`src/source/per_ctrl_pkg.sv`:
```
// peripheral clock and reset controller package
// peripheral count and clock-on delay after reset release
// power domain and reset sequencer state enums
// per-peripheral configuration tables for the whole group

`default_nettype none

package per_ctrl_pkg;

  // ==========================================================================
  // sizes and timing
  // ==========================================================================

  // number of controlled peripherals
  localparam int NUM_PER = 4;
  // bus_clk cycles from reset release to clock on, arcg_on set
  localparam int CLK_ON_DELAY = 2;
  // wide enough to hold CLK_ON_DELAY
  localparam int DLY_CNT_W = $clog2(CLK_ON_DELAY + 1);

  // ==========================================================================
  // enums
  // ==========================================================================

  typedef enum logic [1:0] {
    DOM_D1,
    DOM_D2,
    DOM_D3
  } per_domain_e;

  // reset sequencer, per peripheral
  typedef enum logic [1:0] {
    RST_HELD,
    RST_WAIT,
    RST_RUN
  } rst_state_e;

  // ==========================================================================
  // configuration tables, bit / entry n is peripheral n
  // ==========================================================================

  localparam per_domain_e PER_DOMAIN [NUM_PER] = '{DOM_D1, DOM_D2, DOM_D3, DOM_D3};

  // cpu enable implied true
  localparam logic [NUM_PER-1:0] PER_CPU1_ASSIGNED = 4'b0001;
  localparam logic [NUM_PER-1:0] PER_CPU2_ASSIGNED = 4'b0000;
  // lpen honoured while the cpu sleeps
  localparam logic [NUM_PER-1:0] PER_LPEN_SUPPORT = 4'b0011;
  // d3 only, autonomous enable present
  localparam logic [NUM_PER-1:0] PER_AMEN_SUPPORT = 4'b0100;
  // d3 only, no clock by default when amen absent
  localparam logic [NUM_PER-1:0] PER_D3_NO_CLK = 4'b0000;

endpackage

`default_nettype wire
```
`src/source/per_clk_en_vote.sv`:
```
// combinational bus clock enable vote per peripheral
// cpu1 and cpu2 run/sleep terms with optional lpen
// d3 autonomous path with optional amen
// all options come from the package tables

`timescale 1ns/1ns
`default_nettype none

module per_clk_en_vote
  import per_ctrl_pkg::*;
(
  input  wire logic [NUM_PER-1:0] c1_per_en,
  input  wire logic [NUM_PER-1:0] c1_per_lpen,
  input  wire logic [NUM_PER-1:0] c2_per_en,
  input  wire logic [NUM_PER-1:0] c2_per_lpen,
  input  wire logic [NUM_PER-1:0] per_amen,
  input  wire logic               c1_sleep,
  input  wire logic               c1_deepsleep,
  input  wire logic               c2_sleep,
  input  wire logic               c2_deepsleep,
  input  wire logic               d3_deepsleep,
  output logic      [NUM_PER-1:0] vote_en
);

  // ==========================================================================
  // per peripheral vote
  // ==========================================================================

  for (genvar g = 0; g < NUM_PER; g++) begin : g_vote
    logic c1_lp_ok;
    logic c2_lp_ok;
    logic c1_term;
    logic c2_term;
    logic d3_term;

    // low-power term, constant 1 without lpen support
    assign c1_lp_ok = ~c1_sleep | ~PER_LPEN_SUPPORT[g] | c1_per_lpen[g];
    assign c2_lp_ok = ~c2_sleep | ~PER_LPEN_SUPPORT[g] | c2_per_lpen[g];

    // assigned cpu forces its enable high
    assign c1_term = (c1_per_en[g] | PER_CPU1_ASSIGNED[g]) & c1_lp_ok & ~c1_deepsleep;
    assign c2_term = (c2_per_en[g] | PER_CPU2_ASSIGNED[g]) & c2_lp_ok & ~c2_deepsleep;

    // d3 stop-mode path
    if (PER_DOMAIN[g] != DOM_D3) begin : g_no_d3
      // d1 and d2 never clocked from d3
      assign d3_term = 1'b0;
    end else if (PER_AMEN_SUPPORT[g]) begin : g_d3_amen
      // autonomous mode until d3 enters deepsleep
      assign d3_term = per_amen[g] & ~d3_deepsleep;
    end else if (PER_D3_NO_CLK[g]) begin : g_d3_off
      assign d3_term = 1'b0;
    end else begin : g_d3_default
      // clock on by default while d3 awake
      assign d3_term = ~d3_deepsleep;
    end

    // any requester keeps the clock
    assign vote_en[g] = c1_term | c2_term | d3_term;
  end

endmodule

`default_nettype wire

```
`config.mk`:
```
export PLATFORM = sky130hd
export DESIGN_NAME = per_clk_en_vote
export DESIGN_NICKNAME = d
export VERILOG_FILES = /design/src/source/per_ctrl_pkg.sv /design/src/source/per_clk_en_vote.sv
export SDC_FILE = /design/constraint.sdc
export NUM_CORES = 1
export LEC_CHECK = 0
export BUFFER_PORTS_ARGS = -buffer_cell sky130_fd_sc_hd__buf_2
export CAP_MARGIN = 15
export CELL_PAD_IN_SITES_DETAIL_PLACEMENT = 0
export CELL_PAD_IN_SITES_GLOBAL_PLACEMENT = 2
export CORE_AREA = 2 2 39 41
export DETAILED_ROUTE_END_ITERATION = 16
export DIE_AREA = 0 0 41 43
export PLACE_DENSITY_LB_ADDON = 0.1
export SYNTH_ARGS = -nofsm -noshare
export SYNTH_HDL_FRONTEND = slang
export SYNTH_SLANG_ARGS = --single-unit
```
`constraint.sdc`:
```
create_clock -name vclk -period 0.8
set_clock_uncertainty 0.1 [all_clocks]
set_input_delay 0.04 -clock vclk [all_inputs]
set_output_delay 0.04 -clock vclk [all_outputs]
set_load 0.005 [all_outputs]
```
Word-level counts from Yosys, hierarchy flattened
Index checks and enable logic that the tools add are counted.

storage, ports and cells
  bits in registers = 0
  word-level logic and storage cells = 27
  input bits = 25
  output and inout port bits = 4

cells by class
  bitwise logic cells = 27

operator list
  kind               number
  1-bit bitwise AND  12
  1-bit OR           10
  1-bit NOT          5

Logic depth before layout (Yosys ltp)
Gate-level depths: netlist of run 1.

  word-level depth = 5
  gate-level depth with buffers = 2
  gate-level depth less buffers = 2

Worst setup path before layout of run 1
Ideal clock, no wire load.

  path type = input port to output port
  start point = input port c2_sleep
  end point = output port vote_en[0]
  arrival = 0.398 ns
  slack = 0.262 ns
  buffers on the path = 0
  data required time = 0.660 ns
  stages = 2
  path through = nor2b_1 > o32ai_1

on the way
  longest elaborated chain between the ends = 5

RTL lines
  element                          line                   text
  from (decl)                      per_clk_en_vote.sv:19  input wire logic c2_sleep,
  1-bit NOT                        -
  1-bit OR                         per_clk_en_vote.sv:38  assign c2_lp_ok = ~c2_sleep | ~PER_LPEN_SUPPORT[g] | c2_per_lpen[g];
  1-bit bitwise AND (2 in series)  per_clk_en_vote.sv:42  assign c2_term = (c2_per_en[g] | PER_CPU2_ASSIGNED[g]) & c2_lp_ok & ~c2_deepsleep;
  1-bit OR                         per_clk_en_vote.sv:59  assign vote_en[g] = c1_term | c2_term | d3_term;
  to (decl)                        per_clk_en_vote.sv:22  output logic [NUM_PER-1:0] vote_en

Every way passes these cells.

Worst setup path in the final report of run 1
Same ends and word-level chain as after synthesis.

==> results of run 1 <==
-- through the flow --
step           instances  hold WS (ps)  util (%)
2_1_floorplan         16         36.75         -
3_3_place_gp          53         257.0     15.91
3_5_place_dp          53         251.6     15.91
4_1_cts               53         254.3     15.91
5_1_grt               53         277.6     17.45
6_report              53         249.2     17.45
-- power groups by stage --
| stage | Sequential (uW) | Combinational, uW | Clock (uW) |
|---|---|---|---|
| global placement | 0 | 93.7 | 0 |
| CTS | 0 | 95.1 | 0 |
| finish | 0 | 105 | 0 |
| global route | 0 | 118 | 0 |
| floorplan | 0 | 31.1 | 0 |
| detailed placement | 0 | 94.6 | 0 |
-- routing by layer --
metal  global-route usage (%)  wire length [um]  part of all wire [%]
met5                        0                 0                     0
met4                        0                 0                     0
met1                    4.747               169                    39
met3                        0                66                    15
met2                    10.63               194                    45
-- path summary, 6_finish.rpt --
kind,startpoint,to,slack [ps]
max,c2_sleep,vote_en[0],30
min,d3_deepsleep,vote_en[3],250
-- worst max-delay path, stage by stage --
cell,delay (ps)
buf_6,90
nor2b_1,120
o32ai_1,220
buf_2,160
-- layout make-up --
cell class | instances | area, um^2
Multi-Input combinational cell | 10 | 87.58
Timing Repair Buffer | 21 | 111.4
Fill cell | 168 | 1142
Tap cell | 16 | 20.02
Inverter | 6 | 22.52
-- cells by family (layout without fill, tap and decap cells) --
logic type             after synthesis  count (layout)
AOI/OAI and AO/OA                    4               4
buffers and inverters                6              27
and+or+nand+nor                      6               6
-- synthesized netlist by cell type --
master | number | area share (%)
inv_1 | 6 | 24
nor2b_1 | 4 | 26
nand2b_1 | 2 | 13
o221ai_1 | 2 | 18
o32ai_1 | 2 | 18
-- timing repair --
action,in CTS,in global routing
hold endpoints to repair,0,0
gates resized for setup,0,4
endpoints found under the setup margin,0,2
==> flow_summary.yaml, run 1 <==
power_and_ir_drop:
  p_int_uw: 65.28
  p_seq_share_pct: 0
  vdd_ir_drop_max_uv: 93.07
  p_clk_share_pct: 0
  pwr-share-comb_pct: 100.0
  power.total_uw: 104.6
  p_sw_share_pct: 37.59
  power_density_nw_per_um2: 433.1
  p_leak_uw: 0.0001418
  switching_power_uw: 39.32
grt:
  grt_overflow: 0
  antenna_found_initial: 0
  grt_start_max_net_pins: 5
  grt_usage_pct: 4.895
  grt_pass1_vias: 207
  grt_pass1_wl_um: 641
floorplan:
  die_area_um2: 1763
  coreArea_um2: 1384
  fp-row-count: 14
  start_util_pct: 6.872
  die_w_um: 41
  die_height_um: 43
  ios: 29
clocking:
  hold_buffers: 0
  cts_setup_buffers: 0
min_path:
  whs_path_depth: 3
  hp-class: "input pin to primary output"
layout:
  seqCellArea_um2: 0
  nNetsFinal: 64
  nClkBuffers: 0
  final_cell_mix: "20 x buf_2, 6 x inv_1, 3 x nor2b_1"
  insertedDiodeCount: 0
  layout_commonest_cell: "buf_2"
  area_delta_synth_final_pct: 153.9
  drive_gt1_share_pct: 62.16
  design.seq.count: 0
  fin_area_um2: 241.5
timing:
  worst_pin_slew_ps: 230.6
  rsz0062_at_grt: "yes"
  finalCriticalPeriod_ps: 773.8
  max_freq_ghz: 1.292
  final-setup-viol-count: 0
  hold_viol_final: 0
  finalCritPeriodShare_pct: 96.72
  finalSetupTns_ps: 0
  max_slew_margin_pct: 84.58
  worst_slack_ps: 26.20
  drv_slew: 0
yosys:
  synth.area.mux_share_pct: 0
  synth_top_family_by_area: "simple AND/OR/NAND/NOR gates"
  synth_compound_area_share_pct: 36.84
  yosysWarningCount: 0
  synthSimpleGateAreaFrac_pct: 39.47
  yosysSeqAreaShare_pct: 0
  yosys.area_share.adder_pct: 0
  netlist_area_um2: 95.09
  synth_cells: 16
  synth_fp_nets: 41
  syn_avg_cell_area_um2: 5.943
  ys_types: 5
  synthXorXnorAreaFrac_pct: 0
placement:
  portBuffers: 21
  hpwl_um: 378.2
  gp_congestion: 0.5398
  pre_cts_ws_ps: 28.03
  dpl_cell_area_um2: 220.2
setup_path:
  crit_path_start_kind: "input pin"
  arrival_ps: 630
  endpoint_kind: "primary output"
  path_class: "input pin to primary output"
  crit_fanout: 2
  worstPathRequired_ps: 660
routing:
  initialDrtViolationCount: 0
  via_per_inst: 3.660
  first_pass_iters: 1
  postRouteAntennaNets: 0
  post-route-drc-count: 0
  drt-total-wl_um: 431
  wl_per_cell_um: 8.132
  vias: 194
run:
  cap_viol_max_count: 0
run_status:
  run_status: "finished, final reports clean"
Note: power is estimated with default switching activity, not from simulation.
==> run 2: changes to the inputs <==
PLACE_DENSITY = 0.95   (was default)
PLACE_DENSITY_LB_ADDON = default   (was 0.1)
==> flow_summary.yaml, run 2 (synthesis gave the netlist of run 1 again) <==
routing:
  vias: 187
  via_per_inst: 3.528
  drt-total-wl_um: 350
  wl_per_cell_um: 6.604
  postRouteAntennaNets: 0
  first_pass_iters: 1
  initialDrtViolationCount: 0
  post-route-drc-count: 0
clocking:
  cts_resized: 0
  hold_buffers: 0
  cts_setup_buffers: 0
run_status:
  run_status: "finished, final reports clean"
layout:
  final_cells: 53
  final_cell_mix: "21 x buf_2, 6 x inv_1, 4 x nor2b_1"
  drive_gt1_share_pct: 59.46
  design.seq.count: 0
  nNetsFinal: 64
  insertedDiodeCount: 0
  nClkBuffers: 0
  layout_commonest_cell: "buf_2"
  area_delta_synth_final_pct: 139.5
  fin_area_um2: 227.7
  seqCellArea_um2: 0
placement:
  portBuffers: 21
  dpl_cell_area_um2: 220.2
  place_inst: 53
  gp_congestion: 0.6332
timing:
  worst_pin_slew_ps: 200.4
  max_slew_margin_pct: 86.60
  rsz0062_at_grt: "no"
  final-setup-viol-count: 0
  finalCritPeriodShare_pct: 93.21
  hold_viol_final: 0
  fin_hold_ws_ps: 256.7
  drv_slew: 0
  finalSetupTns_ps: 0
  max_freq_ghz: 1.341
  finalCriticalPeriod_ps: 745.7
power_and_ir_drop:
  power_density_nw_per_um2: 421.9
  p_int_uw: 59.31
  pwr-share-comb_pct: 100.0
  p_sw_share_pct: 38.28
  p_clk_share_pct: 0
  switching_power_uw: 36.78
  p_leak_uw: 0.0001347
  vdd_ir_drop_max_uv: 108.4
  p_seq_share_pct: 0
grt:
  grt_usage_pct: 3.696
  grt_overflow: 0
  antenna_found_initial: 0
  grt_pass1_wl_um: 476
  grt_start_max_net_pins: 5
  grt_pass1_vias: 147
run:
  cap_viol_max_count: 0
setup_path:
  worstPathCellList: "buf_2 -> nor2b_1 -> o32ai_1 -> buf_2"
  endpoint_kind: "primary output"
  critPathSlowestCell: "o32ai_1"
  worstPathRequired_ps: 660
  path_class: "input pin to primary output"
  crit_path_start_kind: "input pin"
  critPathMaxStageDelay_ps: 200
  crit_top_cell: "buf_2"
  arrival_ps: 610
  crit_fanout: 2
floorplan:
  die_area_um2: 1763
  ios: 29
  fp-row-count: 14
  die_height_um: 43
  coreArea_um2: 1384
  start_util_pct: 6.872
  die_w_um: 41
min_path:
  hp-class: "input pin to primary output"
  whs_path_depth: 3
  min_from: "d3_deepsleep"
  min_to: "vote_en[3]"
## run 2: power groups by stage
stage | clock [uW] | combinational (uW) | sequential (uW)
6_report | 0 | 96.1 | 0
3_3_place_gp | 0 | 92.9 | 0
5_1_grt | 0 | 110 | 0
4_1_cts | 0 | 93.4 | 0
3_5_place_dp | 0 | 92.8 | 0
2_1_floorplan | 0 | 31.1 | 0
## run 2: how the worst max path moves through the flow
stage / slack [ps] / to / start
2_1_floorplan: 260 / vote_en[0] / c2_sleep
3_3_place_gp: 50 / vote_en[1] / c2_sleep
3_5_place_dp: 50 / vote_en[0] / c2_sleep
4_1_cts: 40 / vote_en[0] / c2_sleep
5_1_grt: 20 / vote_en[0] / c2_sleep
6_report: 50 / vote_en[1] / c2_sleep
## run 2: layout make-up
| cell class | instances | area [um^2] |
|---|---|---|
| timing repair buffer | 21 | 105.1 |
| tap | 16 | 20.02 |
| fill | 149 | 1156 |
| multi-input combinational | 10 | 80.08 |
| inverter | 6 | 22.52 |
## run 2: stage by stage
step	utilization [%]	total power [uW]	setup slack [ps]
final	16.46	96.09	54.31
after global routing	16.46	110.0	16.98
after global placement	15.91	92.88	53.95
after CTS	15.91	93.41	41.56
after floorplan	-	31.12	262.2
after detailed placement	15.91	92.75	48.50
## run 2: worst max-delay path: cells and delay by family
family | cells | cell delay [ps]
compound gates | 1 | 200
buf+inv | 2 | 250
simple gates | 1 | 110
## run 2: routing by layer
metal	up-vias	GRT usage [%]	wire, um
li1	96	-	-
met1	70	5.063	159
met2	21	6.563	114
met3	0	0	75
met4	0	0	0
met5	-	0	0
==> run 3: changes to the inputs <==
BUFFER_PORTS_ARGS = default   (was -buffer_cell sky130_fd_sc_hd__buf_2)
DONT_BUFFER_PORTS = 1   (was default)
PLACE_DENSITY = 0.38   (was 0.95)
TNS_END_PERCENT = 100   (was default)
==> flow_summary.yaml, run 3 (synthesis gave the netlist of run 1 again) <==
floorplan:
  start_util_pct: 6.872
  die_area_um2: 1763
  die_w_um: 41
  fp-row-count: 14
  coreArea_um2: 1384
  ios: 29
  die_height_um: 43
clocking:
  cts_setup_buffers: 0
  cts_resized: 0
  hold_buffers: 0
timing:
  rsz0062_at_grt: "no"
  max_freq_ghz: 1.715
  drv_slew: 0
  finalCritPeriodShare_pct: 72.87
  max_slew_margin_pct: 78.39
  finalSetupTns_ps: 0
  worst_pin_slew_ps: 323.2
  finalCriticalPeriod_ps: 583.0
  final-setup-viol-count: 0
  hold_viol_final: 0
  fin_hold_ws_ps: 44.16
placement:
  hpwl_um: 331.1
  place_inst: 32
  gp_congestion: 0.4867
  portBuffers: 0
layout:
  seqCellArea_um2: 0
  nNetsFinal: 43
  area_delta_synth_final_pct: 21.05
  final_cells: 32
  insertedDiodeCount: 0
  drive_gt1_share_pct: 0
  nClkBuffers: 0
  design.seq.count: 0
  final_cell_mix: "6 x inv_1, 4 x nor2b_1, 2 x o32ai_1, 2 x nand2b_1, 2 x o221ai_1"
  layout_commonest_cell: "inv_1"
setup_path:
  crit_path_start_kind: "input pin"
  crit_family: "compound AO/OA/AOI/OAI gates"
  endpoint_kind: "primary output"
  crit_fanout: 2
  critPathSlowestCell: "o32ai_1"
  arrival_ps: 440
  crit_buf_inv: 0
  worstPathRequired_ps: 660
  critPathMaxStageDelay_ps: 300
  path_class: "input pin to primary output"
  worstPathCellList: "nor2b_1 -> o32ai_1"
routing:
  vias: 126
  drt-total-wl_um: 340
  postRouteAntennaNets: 0
  via_per_inst: 3.938
  post-route-drc-count: 0
  first_pass_iters: 1
  initialDrtViolationCount: 0
  wl_per_cell_um: 10.63
grt:
  grt_start_max_net_pins: 5
  grt_pass1_vias: 126
  grt_usage_pct: 3.397
  grt_pass1_wl_um: 427
  antenna_found_initial: 0
  grt_overflow: 0
power_and_ir_drop:
  power_density_nw_per_um2: 304.8
  vdd_ir_drop_max_uv: 50.41
  power.total_uw: 35.09
  p_leak_uw: 0.00005026
run_status:
  run_status: "finished, final reports clean"
min_path:
  hp-class: "input pin to primary output"
run:
  cap_viol_max_count: 0
## run 3: final timing paths
kind / start / end / slack (ps) / cells past startpoint
min: c1_deepsleep / vote_en[0] / 40 / 1
max: c2_sleep / vote_en[1] / 220 / 2
## run 3: power breakdown
part	switching, uW	leakage [uW]	internal [uW]
Combinational	16.2	0.0000503	18.9
Sequential	0	0	0
Clock	0	0	0
Total	16.2	0.0000503	18.9
## run 3: layer usage
| layer | vias to the layer above | global-route usage (%) | share of wire [%] | wire length [um] |
|---|---|---|---|---|
| li1 | 54 | - | - | - |
| met1 | 50 | 4.114 | 39 | 131 |
| met2 | 22 | 6.563 | 41 | 141 |
| met3 | 0 | 0 | 20 | 67 |
| met4 | 0 | 0 | 0 | 0 |
| met5 | - | 0 | 0 | 0 |
## run 3: metrics by stage
step	area [um^2]	setup slack, ps	util (%)
6_report	115.1	217.0	8.318
5_1_grt	115.1	177.7	8.318
4_1_cts	115.1	208.1	8.318
3_5_place_dp	115.1	208.1	8.318
3_3_place_gp	115.1	212.8	8.318
2_1_floorplan	95.09	262.2	-
## run 3: cell type report
class | instances | area (um^2)
Fill cell | 161 | 1269
Multi-Input combinational cell | 10 | 72.57
Inverter | 6 | 22.52
Tap cell | 16 | 20.02
